[config.mk]
export PLATFORM = sky130hd
export DESIGN_NAME = icache_tag_array
export DESIGN_NICKNAME = d
export VERILOG_FILES = /design/src/hw/icache_pkg.sv /design/src/hw/icache_tag_array.sv
export SDC_FILE = /design/constraint.sdc
export NUM_CORES = 1
export LEC_CHECK = 0
export ABC_CLOCK_PERIOD_IN_PS = 3800
export BUFFER_PORTS_ARGS = -buffer_cell sky130_fd_sc_hd__buf_2
export CELL_PAD_IN_SITES_DETAIL_PLACEMENT = 0
export CELL_PAD_IN_SITES_GLOBAL_PLACEMENT = 1
export CORE_UTILIZATION = 57
export CTS_BUF_LIST = sky130_fd_sc_hd__clkbuf_4
export CTS_CLUSTER_SIZE = 40
export DETAILED_ROUTE_END_ITERATION = 8
export PLACE_DENSITY = 0.79
export SYNTH_ARGS = -nofsm -noshare
export SYNTH_HDL_FRONTEND = slang
export SYNTH_SLANG_ARGS = --single-unit
[constraint.sdc]
create_clock -name i_riscv_icache_clk -period 3.8 [get_ports i_riscv_icache_clk]
set_input_delay 0.76 -clock i_riscv_icache_clk [delete_from_list [all_inputs] [get_ports i_riscv_icache_clk]]
set_output_delay 0.76 -clock i_riscv_icache_clk [all_outputs]
set_load 0.02 [all_outputs]
[src/hw/icache_pkg.sv]
`default_nettype none

package icache_pkg;

  ////////////////////////////////////////////////////////////////////////
  // cache geometry
  ////////////////////////////////////////////////////////////////////////
  localparam int ADDR_W         = 20;  // 1 MiB fetch space
  localparam int LINE_BYTES     = 16;
  localparam int OFFSET_W       = $clog2(LINE_BYTES);
  localparam int BEATS_PER_LINE = 4;   // 32-bit memory port
  localparam int BEAT_W         = $clog2(BEATS_PER_LINE);

  ////////////////////////////////////////////////////////////////////////
  // vector types
  ////////////////////////////////////////////////////////////////////////
  typedef logic [ADDR_W-1:0]          fetch_addr_t;   // byte address
  typedef logic [OFFSET_W-1:0]        line_offset_t;  // byte within a line
  typedef logic [BEAT_W-1:0]          beat_t;         // word within a line
  typedef logic [31:0]                instr_t;
  typedef logic [31:0]                mem_word_t;
  typedef logic [LINE_BYTES*8-1:0]    line_t;

  // lookup / refill controller states
  typedef enum logic [1:0] {
    IDLE        = 2'd0,
    LOOKUP      = 2'd1,
    REFILL_MAIN = 2'd2,  // line holding the first byte
    REFILL_NEXT = 2'd3   // following line, for a crossing instruction
  } fsm_state_t;

endpackage

`default_nettype wire

[src/hw/icache_tag_array.sv]
`timescale 1ns/1ps
`default_nettype none

module icache_tag_array #(
  parameter int INDEX_W = 6
) (
  input  logic                      i_riscv_icache_clk,
  input  logic                      i_reset,
  input  logic [icache_pkg::ADDR_W-icache_pkg::OFFSET_W-INDEX_W-1:0] i_tag,
  input  logic [INDEX_W-1:0]        i_index,
  input  logic [icache_pkg::ADDR_W-icache_pkg::OFFSET_W-INDEX_W-1:0] i_tag_next,
  input  logic [INDEX_W-1:0]        i_index_next,
  input  logic                      i_write,
  input  logic                      i_fill_next,
  output logic                      o_hit,
  output logic                      o_hit_next
);

  localparam int TAG_W = icache_pkg::ADDR_W - icache_pkg::OFFSET_W - INDEX_W;
  localparam int LINES = 2 ** INDEX_W;

  typedef logic [TAG_W-1:0]   tag_t;
  typedef logic [INDEX_W-1:0] index_t;

  logic [LINES-1:0] valid;
  tag_t             tags [LINES];

  index_t wr_index;
  tag_t   wr_tag;

  // line being refilled
  assign wr_index = i_fill_next ? i_index_next : i_index;
  assign wr_tag   = i_fill_next ? i_tag_next   : i_tag;

  //////////////////////////////////////////////////////////////////////
  // parallel lookup of both lines
  //////////////////////////////////////////////////////////////////////
  assign o_hit      = valid[i_index]      && (tags[i_index]      == i_tag);
  assign o_hit_next = valid[i_index_next] && (tags[i_index_next] == i_tag_next);

  always_ff @(posedge i_riscv_icache_clk) begin
    if (i_reset) begin
      valid <= '0;
    end else if (i_write) begin
      valid[wr_index] <= 1'b1;
    end
  end

  always_ff @(posedge i_riscv_icache_clk) begin
    if (i_write) begin
      tags[wr_index] <= wr_tag;
    end
  end

endmodule

`default_nettype wire

Word-level counts from Yosys, hierarchy flattened
Memory sizes are Yosys's and may differ from the RTL's.
Cells that the tools add are included.
{"block": "word_totals", "ff_bits": 64, "ram_bits": 640, "input_bits": 36, "output_inout_bits": 2, "word_cells": 22, "mem_count": 1}
{"block": "op_classes", "magnitude_cmp": 4, "n_eq_ne": 2, "mux": 10, "bitwise_logic": 1, "reduce_logical": 3}
{"name": "tags", "words": 64, "word_bits": 10, "rd": 2, "rd_clocked_by_memory_dff": 0, "write_ports": 1, "line_no": "icache_tag_array.sv:26", "rtl": "tag_t tags [LINES];"}
{"operator": "64-bit OR", "count": 1}
{"operator": "6-bit by 7-bit less-than comparator with 1-bit output, second input constant", "count": 3}
{"operator": "10-bit equality test", "count": 2}
{"operator": "1-bit binary-select mux with 6-bit select", "count": 2}
{"operator": "10-bit two-way mux", "count": 1}
{"operator": "1-bit demux with 6-bit select", "count": 1}
{"operator": "6-bit by 1-bit greater-or-equal comparator with 1-bit output, second input constant", "count": 1}
{"operator": "6-bit two-way mux", "count": 1}
{"operator": "1-bit two-way mux", "count": 5}
{"operator": "1-bit logical AND", "count": 3}

Longest topological paths before layout
{"block": "depth", "depth_word": 6, "mapped_depth": 13, "mapped_depth_nobuf": 8}

Least setup slack after synthesis
No wires, ideal clock.
{"block": "synth_timing", "path_type": "input to output", "start": "in i_index[1]", "end": "out o_hit", "arrival_time_ns": 3.200, "required_time_ns": 3.040, "path_slack_ns": -0.160, "path_stages": 11, "n_path_buf": 4, "cell_sequence": "buf_2 buf_2 buf_2 buf_1 mux4_2 a22oi_1 nand3_1 a22oi_1 xor2_1 nand3_1 nor3_1"}
{"block": "synth_between", "elab_chain_cells": 3, "word_cells_on_any_way": 5, "classes_between": "eq/ne: 1; mux: 2; reduce/logical: 1; memory: 1"}
{"element": "from (decl)", "line_no": "icache_tag_array.sv:10", "rtl": "input logic [INDEX_W-1:0] i_index,"}
{"element": "memory read 64 x 10 bit / 1-bit binary-select mux with 6-bit select (equally long branches)"}
{"element": "10-bit equality test / 1-bit two-way mux (equally long branches)", "line_no": "icache_tag_array.sv:38", "rtl": "assign o_hit = valid[i_index] && (tags[i_index] == i_tag);"}
{"element": "1-bit logical AND *", "line_no": "icache_tag_array.sv:38"}
{"element": "to (decl)", "line_no": "icache_tag_array.sv:15", "rtl": "output logic o_hit,"}
Every way passes the cells marked *; elsewhere a longest branch is shown, timed or not. The select of a mux whose other input is x is not followed.

==> results.py <==
metrics = {
    "global_route": {
        "groute.usage.overall": 0.388,
        "grtUsageMet1": 0.532,
        "grt_pass1_vias": 22900,
        "grt_max_degree": 65,
        "grt-ovfl-total": 0,
        "antenna_found_initial": 6,
        "use_met2": 0.555,
        "grt_pass1_wl_mm": 160,
        "grtUsageMet3": 0.151,
        "busiest_layer": "met2",
    },
    "routing": {
        "dr_total_vias": 23100,
        "drt_iter0_drc": 3691,
        "drcViolationCount": 0,
        "wire_per_inst_um": 33.9,
        "antenna_left": 0,
        "via_per_inst": 6.96,
        "routed_wl_mm": 112,
        "drt-pass1-iter-count": 8,
    },
    "final_layout": {
        "area_delta_synth_final_pct": 19.6,
        "layout_commonest_cell": "edfxtp_1",
        "fin_cells": 3320,
        "final_cell_mix": "640 x edfxtp_1, 359 x buf_4, 326 x mux4_2, 248 x clkbuf_4, 196 x nor2_1",
        "nets": 2445,
        "drive_above_1_share": 0.437,
    },
    "placement": {
        "io_buffers": 37,
        "dp_cells": 2985,
        "gp_congestion": 1.05,
        "dp_hpwl_mm": 77.2,
        "detailedPlace.worstSlack_ps": -647,
    },
    "clock_network": {
        "htree_levels": 4,
        "cts_sinks": 704,
        "clockRootBuffer": "clkbuf_4",
        "ctsHoldBuffers": 0,
        "cts_tree": "built",
        "clk_latency_ps": 1020,
        "cts.path.max_buffers": 3,
        "cts_buffers": 177,
        "path_clk_slew_ps": 70,
    },
    "sta": {
        "rsz0062_at_grt": "yes",
        "tightest_slew_ps": 923,
        "drv_slew": 0,
        "hold_viol": 0,
        "fmax_mhz": 222,
        "maxSlewHeadroom": 0.384,
        "fin_skew_ps": 0,
        "fin_crit_ps": 4500,
        "period_share": 1.18,
        "setup_tns_ps": -1370,
        "layout_setup_ws_ps": -696,
        "whs_ps": 376,
        "setup_violations": 2,
    },
    "setup_path": {
        "crit_fanout": 2,
        "required_ps": 3040,
        "end_kind": "output port",
        "crit_type": "register to output port",
        "start_kind": "register",
        "arrival_ps": 3740,
    },
    "power_and_ir_drop": {
        "leakage_nw": 13.8,
        "vdd_drop_max_uv": 315,
        "totalPowerFinal_mw": 17.0,
        "powerDensity_mw_per_mm2": 426,
    },
    "synth": {
        "syn_area_sq_mm": 0.0334,
        "synth.avg_cell_area_sq_um": 17.3,
        "ys_seq_area_frac": 0.614,
        "synth_edf_count": 640,
        "synth_cells": 1930,
        "synth_seq_cells": 704,
        "synth-async-reset-ratio": 0,
        "yosysWarnings": 0,
        "synthFlopType": "edfxtp_1",
        "synth_cell_types": 50,
        "syn_nets": 1966,
    },
    "floorplan": {
        "core.rowCount": 88,
        "pin_count": 38,
        "dieArea_sq_mm": 0.0595,
        "start_util": 0.577,
        "die_y_um": 244,
        "die_x_um": 244,
        "coreArea_sq_mm": 0.0578,
    },
    "min_path": {
        "hp-class": "primary input to register",
    },
    "job": {
        "drv_cap": 0,
    },
    "outcome": {
        "status": "finished, violations left",
        "violations": "setup timing",
    },
}
-- cell usage after synthesis, types with 20 or more instances --
library cell / n / area share
edfxtp_1: 640 / 0.58
mux2i_1: 113 / 0.034
nand3_1: 48 / 0.0072
buf_2: 40 / 0.0060
clkbuf_1: 49 / 0.0055
a22oi_1: 76 / 0.017
nor2_1: 198 / 0.022
dfxtp_1: 64 / 0.038
nand2_1: 76 / 0.0086
a221oi_1: 20 / 0.0053
mux2_2: 22 / 0.0074
o21ai_0: 24 / 0.0036
mux4_2: 326 / 0.22
-- final timing paths --
check               from         to  slack [ps]  cells after the start
min reg2reg    valid[42]  valid[42]         490                      2
max reg2reg    valid[39]  valid[39]        3140                      1
max          tags[63][6]      o_hit        -700                     10
min              i_reset  valid[63]         380                      3
-- where the power goes --
| group | switching (mW) | internal [mW] | leakage, nW | total (mW) |
|---|---|---|---|---|
| registers | 0.0369 | 8.57 | 6.27 | 8.61 |
| logic | 1.15 | 0.835 | 6.26 | 1.99 |
| clock network | 3.20 | 3.19 | 1.31 | 6.39 |
-- final cells by class --
cell class / count / area (sq um)
Tap cell: 765 / 957
Clock inverter: 75 / 404
Fill cell: 3903 / 17900
Inverter: 6 / 22.5
Multi-Input combinational cell: 1082 / 12300
Antenna cell: 2 / 5.00
Sequential cell: 704 / 20500
Clock buffer: 248 / 1860
Timing Repair Buffer: 438 / 3810
-- per-layer routing --
layer	vias up	wire length [um]
met5	-	98
met2	1922	49800
met4	10	5090
met1	11800	40500
met3	283	16900
li1	9099	-
-- kinds of logic after synthesis --
group                     synth area share
DFF                                  0.614
buffers and inverters               0.0225
xor gates and xnor gates           0.00525
and+or+nand+nor                     0.0507
AOI/OAI and AO/OA                   0.0456
muxes                                0.261
-- what timing repair did --
item                                    in CTS  in global routing
buffers inserted                            10                  1
pin swaps                                   19                 18
gates resized for setup                     37                 10
endpoints found under the setup margin       2                  2
-- worst max-delay path, cell delays in order (launching register included) --
cell      delay (ps)
edfxtp_1         410
mux4_2           470
mux2_2           300
a221oi_1         500
a41oi_1           90
nand2_1          110
xor2_1           160
nand4_1          130
nor3_2           210
buf_4            180
buf_6            120
-- sequential cells by signal (all words and copies together) (netlist names) --
| name | cells |
|---|---|
| tags | 640 |
| valid | 64 |
-- through the flow --
step                utilization  area (sq um)
finish                    0.690         39900
global route              0.690         39900
CTS                       0.689         39900
detailed placement        0.646         37300
global placement          0.646         37300
floorplan                     -         33400
(Power assumes the default switching activity.)
