`src/hw/icache_pkg.sv`:
```
`default_nettype none

package icache_pkg;

  ////////////////////////////////////////////////////////////////////////
  // cache geometry
  ////////////////////////////////////////////////////////////////////////
  localparam int ADDR_W         = 20;  // 1 MiB fetch space
  localparam int LINE_BYTES     = 16;
  localparam int OFFSET_W       = $clog2(LINE_BYTES);
  localparam int BEATS_PER_LINE = 4;   // 32-bit memory port
  localparam int BEAT_W         = $clog2(BEATS_PER_LINE);

  ////////////////////////////////////////////////////////////////////////
  // vector types
  ////////////////////////////////////////////////////////////////////////
  typedef logic [ADDR_W-1:0]          fetch_addr_t;   // byte address
  typedef logic [OFFSET_W-1:0]        line_offset_t;  // byte within a line
  typedef logic [BEAT_W-1:0]          beat_t;         // word within a line
  typedef logic [31:0]                instr_t;
  typedef logic [31:0]                mem_word_t;
  typedef logic [LINE_BYTES*8-1:0]    line_t;

  // lookup / refill controller states
  typedef enum logic [1:0] {
    IDLE        = 2'd0,
    LOOKUP      = 2'd1,
    REFILL_MAIN = 2'd2,  // line holding the first byte
    REFILL_NEXT = 2'd3   // following line, for a crossing instruction
  } fsm_state_t;

endpackage

`default_nettype wire

```
`src/hw/icache_fsm.sv`:
```
`timescale 1ns/1ps
`default_nettype none

module icache_fsm (
  input  logic i_riscv_icache_clk,
  input  logic i_reset,
  input  logic i_fetch_en,
  input  logic i_hit,         // addressed line present
  input  logic i_hit_next,    // following line present
  input  logic i_need_next,   // instruction crosses into the next line
  input  logic i_beat_last,
  input  logic i_mem_ready,
  output logic o_stall,
  output logic o_mem_rden,
  output logic o_fill_next,
  output logic o_beat_advance,
  output logic o_tag_write
);

  icache_pkg::fsm_state_t state;
  icache_pkg::fsm_state_t state_next;

  logic miss;     // some needed line is absent
  logic accept;   // beat taken this cycle
  logic refill;

  assign miss   = !i_hit || (i_need_next && !i_hit_next);
  assign refill = (state == icache_pkg::REFILL_MAIN) ||
                  (state == icache_pkg::REFILL_NEXT);
  assign accept = refill && i_mem_ready;

  //////////////////////////////////////////////////////////////////////
  // state register
  //////////////////////////////////////////////////////////////////////
  always_ff @(posedge i_riscv_icache_clk) begin
    if (i_reset) begin
      state <= icache_pkg::IDLE;
    end else begin
      state <= state_next;
    end
  end

  //////////////////////////////////////////////////////////////////////
  // next state
  //////////////////////////////////////////////////////////////////////
  always_comb begin
    state_next = state;
    case (state)
      icache_pkg::IDLE: begin
        if (i_fetch_en) begin
          state_next = icache_pkg::LOOKUP;
        end
      end
      icache_pkg::LOOKUP: begin
        if (!i_fetch_en) begin
          state_next = icache_pkg::IDLE;
        end else if (!i_hit) begin
          state_next = icache_pkg::REFILL_MAIN;  // main line first
        end else if (i_need_next && !i_hit_next) begin
          state_next = icache_pkg::REFILL_NEXT;
        end
      end
      icache_pkg::REFILL_MAIN,
      icache_pkg::REFILL_NEXT: begin
        // back to lookup once the whole line is in
        if (accept && i_beat_last) begin
          state_next = icache_pkg::LOOKUP;
        end
      end
      default: state_next = icache_pkg::IDLE;
    endcase
  end

  //////////////////////////////////////////////////////////////////////
  // outputs
  //////////////////////////////////////////////////////////////////////
  always_comb begin
    o_stall        = 1'b0;
    o_mem_rden     = 1'b0;
    o_fill_next    = 1'b0;
    o_beat_advance = 1'b0;
    o_tag_write    = 1'b0;
    case (state)
      icache_pkg::IDLE,
      icache_pkg::LOOKUP: begin
        o_stall = i_fetch_en && miss;  // same-cycle hit answer
      end
      icache_pkg::REFILL_MAIN,
      icache_pkg::REFILL_NEXT: begin
        o_stall        = 1'b1;
        o_mem_rden     = 1'b1;  // held until the last beat is taken
        o_fill_next    = (state == icache_pkg::REFILL_NEXT);
        o_beat_advance = accept;
        o_tag_write    = accept && i_beat_last;
      end
      default: begin
        o_stall = 1'b0;
      end
    endcase
  end

endmodule

`default_nettype wire

```
`config.mk`:
```
export PLATFORM = sky130hd
export DESIGN_NAME = icache_fsm
export DESIGN_NICKNAME = d
export VERILOG_FILES = /design/src/hw/icache_pkg.sv /design/src/hw/icache_fsm.sv
export SDC_FILE = /design/constraint.sdc
export NUM_CORES = 1
export LEC_CHECK = 0
export BUFFER_PORTS_ARGS = -buffer_cell sky130_fd_sc_hd__buf_2
export CAP_MARGIN = 20
export CORE_AREA = 2 2 39 41
export CTS_BUF_LIST = sky130_fd_sc_hd__clkbuf_4 sky130_fd_sc_hd__clkbuf_8
export CTS_CLUSTER_SIZE = 16
export DETAILED_ROUTE_END_ITERATION = 16
export DIE_AREA = 0 0 41 43
export SLEW_MARGIN = 20
export SYNTH_ARGS = -nofsm -noshare
export SYNTH_HDL_FRONTEND = slang
export SYNTH_SLANG_ARGS = --single-unit
```
`constraint.sdc`:
```
create_clock -name i_riscv_icache_clk -period 2.64 [get_ports i_riscv_icache_clk]
set_input_delay 0.264 -clock i_riscv_icache_clk [delete_from_list [all_inputs] [get_ports i_riscv_icache_clk]]
set_output_delay 0.264 -clock i_riscv_icache_clk [all_outputs]
set_load 0.02 [all_outputs]
```
After elaboration in Yosys (flattened, before gate mapping)
Cells that the tools add are included.
{"block": "word_totals", "regBits": 2, "input_bits": 8}
{"block": "op_classes", "n_eq_ne": 6, "reduce_logical": 12, "mux": 11}
{"cell": "2-bit two-way mux", "count": 5}
{"cell": "2-bit case mux with 3 select lines", "count": 1}
{"cell": "2-bit equality test (second input constant)", "count": 2}
{"cell": "1-bit logical AND", "count": 4}
{"cell": "1-bit two-way mux", "count": 4}
{"cell": "2-bit != test (second input constant)", "count": 2}
{"cell": "4-bit != test (second input constant)", "count": 1}
{"cell": "2-bit OR reduction", "count": 2}
{"cell": "3-bit AND reduction", "count": 1}
{"cell": "2-bit by 1-bit equality test with 1-bit output (second input constant)", "count": 1}
{"cell": "1-bit zero test", "count": 2}
{"cell": "2-bit zero test", "count": 1}
{"cell": "1-bit logical OR", "count": 2}
{"cell": "1-bit case mux with 2 select lines", "count": 1}

Longest topological paths before layout
Gate-level depths: netlist of run 1.
{"block": "depth", "depth_word": 6, "ltp_mapped": 3, "mapped_depth_nobuf": 3}

Least setup slack after synthesis of run 1
OpenSTA, ideal clock, no wires.
{"block": "synth_timing", "path_type": "input-to-output", "from": "input port i_need_next", "to": "output port o_stall", "path_slack_ns": 1.638, "path_buffers": 0, "stages": 3, "arrival_ns": 0.738, "path_cell_list": "inv_1 o21ai_0 a21o_2"}
{"block": "synth_between", "elab_chain_len": 4}
{"element": "from (decl)", "line": "icache_fsm.sv:10", "rtl": "input logic i_need_next,"}
{"element": "1-bit logical AND", "line": "icache_fsm.sv:27", "rtl": "assign miss = !i_hit || (i_need_next && !i_hit_next);"}
{"element": "1-bit logical OR", "line": "icache_fsm.sv:27"}
{"element": "1-bit logical AND", "line": "icache_fsm.sv:86", "rtl": "o_stall = i_fetch_en && miss;"}
{"element": "1-bit case mux with 2 select lines", "line": "icache_fsm.sv:83", "rtl": "case (state)"}
{"element": "to (decl)", "line": "icache_fsm.sv:13", "rtl": "output logic o_stall,"}
No other way between the ends.

Worst setup path after layout of run 1
{"block": "layout_timing", "from": "register state[1]", "to": "output port o_tag_write"}
{"block": "layout_between", "elab_chain_len": 5}
{"element": "from (decl)", "line": "icache_fsm.sv:20", "rtl": "icache_pkg::fsm_state_t state;"}
{"element": "from (signal assigned)", "line": "icache_fsm.sv:37", "rtl": "state <= icache_pkg::IDLE;"}
{"element": "from (signal assigned)", "line": "icache_fsm.sv:39", "rtl": "state <= state_next;"}
{"element": "2-bit equality test, on equally long branches", "line": "icache_fsm.sv:28, icache_fsm.sv:83, icache_fsm.sv:29"}
{"element": "1-bit logical OR", "line": "icache_fsm.sv:28", "rtl": "assign refill = (state == icache_pkg::REFILL_MAIN) ||"}
{"element": "1-bit logical AND", "line": "icache_fsm.sv:30", "rtl": "assign accept = refill && i_mem_ready;"}
{"element": "1-bit logical AND", "line": "icache_fsm.sv:94", "rtl": "o_tag_write = accept && i_beat_last;"}
{"element": "1-bit two-way mux *", "line": "icache_fsm.sv:83"}
{"element": "to (decl)", "line": "icache_fsm.sv:17", "rtl": "output logic o_tag_write"}
Mark *: on every way between the ends. The rest lies on a longest branch, timed or not.

==> results.sh, run 1 <==
export IMPL_synth_seq_area_share_pct=26.4
export IMPL_ir_worst_vdd_v=0.0000963
export IMPL_cp_slowest_stage_delay_ps=420
export IMPL_syn_nets=24
export IMPL_largest_reg_flops=2
export IMPL_die_w_um=41
export IMPL_crit_family="flip-flops"
export IMPL_synth_compound_area_share_pct=33.1
export IMPL_drt_pass1_iter_count=1
export IMPL_cp_arrival_ps=1010
export IMPL_numClockSinks=2
export IMPL_core_um2=1380
export IMPL_top_register="state"
export IMPL_yosys_most_used_dff="dfxtp_1"
export IMPL_cts_buffers=3
export IMPL_cp_data_required_time_ps=2380
export IMPL_first_global_vias=153
export IMPL_reg_top3="state (2)"
export IMPL_cts_hold_fix_buffers=0
export IMPL_finalCritPeriodShare_pct=48.1
export IMPL_ios=13
export IMPL_clockBufferDepth=2
export IMPL_cp_end_kind="primary output"
export IMPL_synthMuxAreaShare_pct=0
export IMPL_place_congestion=0.655
export IMPL_highest_layer="met4"
export IMPL_p_seq_share_pct=27.3
export IMPL_cts_tree="done"
export IMPL_fp_row_count=14
export IMPL_clock_root_buffer="clkbuf_4"
export IMPL_setup_violations=0
export IMPL_post_cts_resized=0
export IMPL_finalMaxSlewViolations=0
export IMPL_grt_pass1_wl_um=586
export IMPL_ys_types=14
export IMPL_groute_usage_overall_pct=5.81
export IMPL_relSlewSlack_pct=79.6
export IMPL_cts_clk_slew_worst_paths_ps=30
export IMPL_p_switching_w=0.0000325
export IMPL_synth_edf_count=0
export IMPL_drt_iter0_drc=0
export IMPL_drcViolationCount=0
export IMPL_async_flop_share_pct=0
export IMPL_p_comb_share_pct=16.6
export IMPL_h_tree_depth=1
export IMPL_initial_core_util_pct=10.9
export IMPL_leakage_nw=0.130
export IMPL_synth_cell_area_um2=151
export IMPL_crit_buf_inv=1
export IMPL_rsz0062_at_grt="false"
export IMPL_synthAdderAreaFrac_pct=0
export IMPL_cp_start_kind="flop"
export IMPL_synthCells=16
export IMPL_skew_ps=0.899
export IMPL_drv_cap=0
export IMPL_port_buffers=12
export IMPL_status="completed"
export IMPL_die_h_um=43
export IMPL_clkLatencyLatePin_ps=230
export IMPL_p_per_area_nw_per_um2=504
export IMPL_drt_wirelength_per_cell_um=7.80
export IMPL_hold_class="in -> reg"
export IMPL_wirelength_um=359
export IMPL_synth_xor_area_share_pct=0
export IMPL_ys_seq_elements=2
export IMPL_synth_top_cells_by_count="and2_2 (2), dfxtp_1 (2)"
export IMPL_p_sw_share_pct=25.8
export IMPL_syn_avg_cell_area_um2=9.46
export IMPL_area_growth_pct=65.3
export IMPL_grt_start_max_net_pins=9
export IMPL_wl_met3_um=43
export IMPL_slowest_stage="dfxtp_1"
export IMPL_nNetsFinal=40
export IMPL_antenna_cells=0
export IMPL_final_min_clock_period_ps=1270
export IMPL_wl_met2_um=125
export IMPL_yosysTopAreaCellShare_pct=26.4
export IMPL_critical_path_class="reg -> out"
export IMPL_pwr_share_clk_pct=56.1
export IMPL_grt_overflow=0
export IMPL_p_int_w=0.0000936
export IMPL_tns_ps=0
export IMPL_hold_viol=0
export IMPL_tightest_slew_ps=303
export IMPL_post_cts_buffers=0
export IMPL_die_area_um2=1760
export IMPL_worstPathCellList="and3_2, buf_2"
export IMPL_synth_top_area_cell="dfxtp_1"
export IMPL_drt_met1_wl_um=171
export IMPL_fmax_mhz=788
export IMPL_synth_top_family_by_area="simple AND/OR/NAND/NOR gates"
export IMPL_timing_hold_ws_ps=240
export IMPL_antenna_found_initial=0
export IMPL_viasPerCell=3.52
export IMPL_synth_warnings=0
export IMPL_synthTopCellsByArea="dfxtp_1 (26%), a21bo_4 (11%), and2_2 (9.9%)"
export IMPL_drive_gt1_share_pct=76.7
export IMPL_antenna_left=0
export IMPL_path_max_fanout=8
export IMPL_vias=162
export IMPL_synthSimpleGateAreaFrac_pct=35.5
-- metrics by stage --
| stage | total power [W] | area, um2 | worst slack (ps) | std cells | utilization (%) |
|---|---|---|---|---|---|
| 2_1_floorplan | 0.0000462 | 151 | 1640 | 16 | - |
| 6_report | 0.000126 | 250 | 1370 | 46 | 18.1 |
| 5_1_grt | 0.000135 | 250 | 1260 | 46 | 18.1 |
| 3_3_place_gp | 0.0000557 | 228 | 1430 | 43 | 16.5 |
| 3_5_place_dp | 0.0000559 | 228 | 1410 | 43 | 16.5 |
| 4_1_cts | 0.000132 | 250 | 1350 | 46 | 18.1 |
-- kinds of logic (layout without fill, tap and decap cells) --
kind of cell / Yosys count / count (layout)
and+or+nand+nor: 7 / 7
AOI/OAI and AO/OA: 5 / 5
DFF: 2 / 2
buffers and inverters: 2 / 16
-- cells in the final DEF (no fill, tap or decap) --
cell       instances
a21bo_4            1
inv_1              1
and2_2             2
and4bb_2           1
and3_2             1
o2bb2ai_2          1
clkbuf_4           3
a21oi_1            1
buf_2             12
nor3_1             1
dfxtp_1            2
a21o_2             1
or2b_1             1
nor2_2             1
o21ai_0            1
-- layer usage --
metal | vias up | global-route usage [%]
li1 | 84 | -
met1 | 62 | 7.03
met2 | 14 | 5.63
met3 | 2 | 1.57
met4 | 0 | 10.0
met5 | - | 0
-- worst reg2reg max path: stages, from the launching register on --
cell and delay [ps]:
dfxtp_1 420, a21bo_4 270, nor2_2 70, nor3_1 50
-- layout make-up --
cell class | count | area, um2
Clock buffer | 3 | 22.5
Fill cell | 169 | 1130
Inverter | 1 | 3.75
Multi-Input combinational cell | 12 | 104
Sequential cell | 2 | 40.0
Tap cell | 16 | 20.0
Timing Repair Buffer | 12 | 60.1
-- power by group through the flow --
stage	logic (W)	registers, W	clock network [W]
after floorplan	0.0000121	0.0000342	0
after global placement	0.0000210	0.0000348	0
after detailed placement	0.0000211	0.0000349	0
after CTS	0.0000212	0.0000345	0.0000760
after global routing	0.0000232	0.0000350	0.0000772
final	0.0000210	0.0000345	0.0000707
-- final timing paths --
path,start,end,slack [ps],cells after the start
max,state[1]$_SDFFE_PP0P_,o_tag_write,1370,2
min,i_reset,state[0]$_SDFFE_PP0P_,240,2
max reg2reg,state[1]$_SDFFE_PP0P_,state[0]$_SDFFE_PP0P_,1720,3
min reg2reg,state[0]$_SDFFE_PP0P_,state[0]$_SDFFE_PP0P_,530,2
Note: power is estimated with default switching activity, not from simulation.
==> run 2: changes to the inputs <==
- clock period: 2.64 -> 1.3 ns (I/O delays scaled with it)
==> run 2 against run 1 <==
Compared with the run above:
- clock power up 97%
- cell area unchanged
- first-iteration DRC count up 3
- register-to-register slack worse by 1300 ps
- sequential power up 100%
- total power up 100%
- clock-buffer cell count unchanged
- highest routed layer is now met3
- clock skew about the same
- wire length up 3.3%
- final cell count unchanged
==> results.sh, run 2 (synthesized netlist as in run 1, its figures left out) <==
export IMPL_status="completed"
export IMPL_setup_ws_ps=157
export IMPL_post_cts_buffers=0
export IMPL_gr_max_usage_layer="met4"
export IMPL_vias=158
export IMPL_clockBufferDepth=2
export IMPL_cts_tree="done"
export IMPL_initial_core_util_pct=10.9
export IMPL_grtUsageMet1_pct=6.07
export IMPL_leakage_nw=0.130
export IMPL_h_tree_depth=1
export IMPL_finalMaxSlewViolations=0
export IMPL_top_register="state"
export IMPL_total_power_w=0.000252
export IMPL_post_cts_resized=0
export IMPL_antenna_cells=0
export IMPL_ios=13
export IMPL_hold_class="in -> reg"
export IMPL_final_common_cell="buf_2"
export IMPL_drt_iter0_drc=3
export IMPL_grt_pass1_wl_um=634
export IMPL_wirelength_um=371
export IMPL_final_min_clock_period_ps=1140
export IMPL_multi_input_area_um2=104
export IMPL_drive_gt1_share_pct=76.7
export IMPL_tightest_slew_ps=307
export IMPL_clock_root_buffer="clkbuf_4"
export IMPL_tns_ps=0
export IMPL_cp_start_kind="flop"
export IMPL_grt_overflow=0
export IMPL_cp_arrival_ps=1010
export IMPL_place_ws_ps=354
export IMPL_largest_reg_flops=2
export IMPL_grt_use_met3_pct=4.71
export IMPL_p_per_area_nw_per_um2=1010
export IMPL_numClockSinks=2
export IMPL_reg_top3="state (2)"
export IMPL_clkLatencyLatePin_ps=220
export IMPL_first_global_vias=159
export IMPL_drv_cap=0
export IMPL_viasPerCell=3.43
export IMPL_setup_violations=0
export IMPL_post_route_util_pct=18.1
export IMPL_port_buffers=12
export IMPL_cts_buffers=3
export IMPL_ir_worst_vdd_v=0.000219
export IMPL_cp_end_kind="primary output"
export IMPL_path_max_fanout=8
export IMPL_cts_hold_fix_buffers=0
export IMPL_core_um2=1380
export IMPL_relSlewSlack_pct=79.3
export IMPL_cp_data_required_time_ps=1170
export IMPL_die_area_um2=1760
export IMPL_die_w_um=41
export IMPL_use_met2_pct=6.88
export IMPL_drt_wirelength_per_cell_um=8.07
export IMPL_fmax_mhz=875
export IMPL_fp_row_count=14
export IMPL_critical_path_class="reg -> out"
export IMPL_nNetsFinal=40
export IMPL_drt_pass1_iter_count=2
export IMPL_place_congestion=0.648
export IMPL_rsz0062_at_grt="false"
export IMPL_antenna_found_initial=0
export IMPL_hold_viol=0
export IMPL_n_fill_cell=158
export IMPL_die_h_um=43
export IMPL_groute_usage_overall_pct=6.21
export IMPL_cts_clk_slew_worst_paths_ps=30
export IMPL_antenna_left=0
export IMPL_layout_area_seq_um2=40.0
export IMPL_area_growth_pct=65.3
export IMPL_finalCritPeriodShare_pct=87.9
export IMPL_skew_ps=1.26
export IMPL_layoutNonFillerInstCount=46
export IMPL_drcViolationCount=0
export IMPL_dp_cells=43
export IMPL_layout_cells_most_common_list="buf_2 (12), clkbuf_4 (3), and2_2 (2), dfxtp_1 (2)"
export IMPL_grt_start_max_net_pins=9
[run 2: cell counts in the layout (fill, tap and decap cells not counted)]
Identical to the previous run, type by type.
[run 2: cell type report]
class	instances	share of cell area, %
well taps	16	8.00
inverters	1	1.50
multi-input cells	12	41.5
clock buffers	3	9.00
flip-flops and latches	2	16.0
repair buffers	12	24.0
[run 2: worst paths after layout]
| kind | endpoint | slack (ps) | from | cells after the start |
|---|---|---|---|---|
| worst min-delay path | state[0]$_SDFFE_PP0P_ | 110 | i_reset | 2 |
| worst min register to register | state[0]$_SDFFE_PP0P_ | 520 | state[0]$_SDFFE_PP0P_ | 2 |
| worst max-delay path | o_tag_write | 160 | state[1]$_SDFFE_PP0P_ | 2 |
| worst max register to register | state[0]$_SDFFE_PP0P_ | 380 | state[1]$_SDFFE_PP0P_ | 3 |
[run 2: metal layers]
metal | part of all wire, % | vias up
met5 | 0 | -
li1 | - | 84
met2 | 34 | 12
met3 | 14 | 0
met4 | 0 | 0
met1 | 52 | 62
[run 2: metrics by stage]
step                hold WS (ps)  area [um2]
floorplan                    209         151
CTS                          103         250
global placement             347         228
global route                 110         250
detailed placement           341         228
finish                       112         250
[run 2: critical path: stages (launching register included)]
cell and delay, ps:
dfxtp_1 430, and3_2 210, buf_2 150
[run 2: where the power goes]
group / switching (W) / leakage (nW) / total, W / internal [W]
clock: 0.0000371 / 0.0138 / 0.000139 / 0.000102
combinational: 0.0000206 / 0.100 / 0.0000429 / 0.0000223
sequential: 0.00000463 / 0.0164 / 0.0000701 / 0.0000655
total: 0.0000623 / 0.130 / 0.000252 / 0.000190
==> run 3: changes to the inputs <==
- RECOVER_POWER: unset -> 25
==> run 3 against run 2 <==
Compared with the run above:
- register-to-register slack barely moved
- die area did not move
- non-clock buffer count stayed put
- wire length fell by 0.54%
- setup slack about the same
==> results.sh, run 3 (synthesized netlist as in run 1, its figures left out) <==
export IMPL_clock_root_buffer="clkbuf_4"
export IMPL_layout_cells_most_common_list="buf_2 (12), clkbuf_4 (3), and2_2 (2), dfxtp_1 (2)"
export IMPL_cts_tree="done"
export IMPL_cp_start_kind="flop"
export IMPL_grt_pass1_wl_um=634
export IMPL_slowest_stage="dfxtp_1"
export IMPL_tightest_slew_ps=249
export IMPL_wl_met2_um=130
export IMPL_hold_class="in -> reg"
export IMPL_highest_layer="met3"
export IMPL_drv_cap=0
export IMPL_viasPerCell=3.48
export IMPL_total_power_w=0.000251
export IMPL_layoutNonFillerInstCount=46
export IMPL_die_area_um2=1760
export IMPL_groute_usage_overall_pct=6.21
export IMPL_post_cts_resized=0
export IMPL_path_max_fanout=8
export IMPL_drt_pass1_iter_count=3
export IMPL_cp_slowest_stage_delay_ps=430
export IMPL_critical_path_class="reg -> out"
export IMPL_crit_family="flip-flops"
export IMPL_cts_clk_slew_worst_paths_ps=30
export IMPL_finalCritPeriodShare_pct=87.9
export IMPL_leakage_nw=0.129
export IMPL_port_buffers=12
export IMPL_largest_reg_flops=2
export IMPL_core_um2=1380
export IMPL_initial_core_util_pct=10.9
export IMPL_h_tree_depth=1
export IMPL_skew_ps=1.28
export IMPL_clockBufferDepth=2
export IMPL_relSlewSlack_pct=83.2
export IMPL_first_global_vias=159
export IMPL_place_congestion=0.648
export IMPL_ios=13
export IMPL_worstPathCellList="and3_2, buf_2"
export IMPL_status="completed"
export IMPL_post_cts_buffers=0
export IMPL_fmax_mhz=875
export IMPL_p_per_area_nw_per_um2=1030
export IMPL_hold_viol=0
export IMPL_wl_met3_um=51
export IMPL_drive_gt1_share_pct=73.3
export IMPL_startpoint="state[1]$_SDFFE_PP0P_"
export IMPL_drt_met1_wl_um=186
export IMPL_n_fill_cell=160
export IMPL_ir_worst_vdd_v=0.000219
export IMPL_wirelength_um=369
export IMPL_drcViolationCount=0
export IMPL_cp_data_required_time_ps=1170
export IMPL_top_register="state"
export IMPL_setup_violations=0
export IMPL_grt_overflow=0
export IMPL_antenna_found_initial=0
export IMPL_clkLatencyLatePin_ps=220
export IMPL_drt_iter0_drc=6
export IMPL_die_w_um=41
export IMPL_timing_rr_start="state[1]$_SDFFE_PP0P_"
export IMPL_fp_row_count=14
export IMPL_area_growth_pct=61.2
export IMPL_timing_hold_ws_ps=100
export IMPL_drt_wirelength_per_cell_um=8.02
export IMPL_tns_ps=0
export IMPL_reg_top3="state (2)"
export IMPL_dp_cells=43
export IMPL_cp_arrival_ps=1010
export IMPL_antenna_cells=0
export IMPL_cts_buffers=3
export IMPL_cts_hold_fix_buffers=0
export IMPL_finalMaxSlewViolations=0
export IMPL_antenna_left=0
export IMPL_rsz0062_at_grt="false"
export IMPL_final_common_cell="buf_2"
export IMPL_numClockSinks=2
export IMPL_post_route_util_pct=17.6
export IMPL_cp_end_kind="primary output"
export IMPL_vias=160
export IMPL_final_min_clock_period_ps=1140
export IMPL_grt_start_max_net_pins=9
export IMPL_die_h_um=43
export IMPL_nNetsFinal=40
export IMPL_crit_buf_inv=1
export IMPL_min_from="i_reset"
[run 3: cell count changes in the layout (fill, tap and decap cells not counted)]
cell	previous run	this run
o2bb2ai_1	0	1
o2bb2ai_2	1	0
[run 3: routing by layer]
metal,global-route usage (%),up-vias
met5,0,-
met4,8.00,0
met3,4.71,0
met2,6.88,12
met1,6.07,64
li1,-,84
[run 3: where the power goes]
part	switching (W)	total, W	internal (W)
Combinational	0.0000198	0.0000415	0.0000217
Clock	0.0000372	0.000139	0.000102
Sequential	0.00000449	0.0000700	0.0000655
[run 3: worst paths after layout]
check	to	slack [ps]	depth (start not counted)
setup / recovery	o_tag_write	160	2
setup reg to reg	state[1]$_SDFFE_PP0P_	380	2
hold reg to reg	state[0]$_SDFFE_PP0P_	520	2
hold / removal	state[0]$_SDFFE_PP0P_	100	2
[run 3: per-stage QoR]
step,setup WS [ps],cell area [um2]
final,157,244
after global routing,74.9,244
after CTS,148,250
after detailed placement,354,228
after global placement,359,228
after floorplan,456,151
[run 3: final cells by class]
type | count | area, um2 | share of cell area [%]
Timing Repair Buffer | 12 | 60.1 | 24.6
Sequential cell | 2 | 40.0 | 16.4
Tap cell | 16 | 20.0 | 8.21
Multi-Input combinational cell | 12 | 97.6 | 40.0
Inverter | 1 | 3.75 | 1.54
Clock buffer | 3 | 22.5 | 9.23
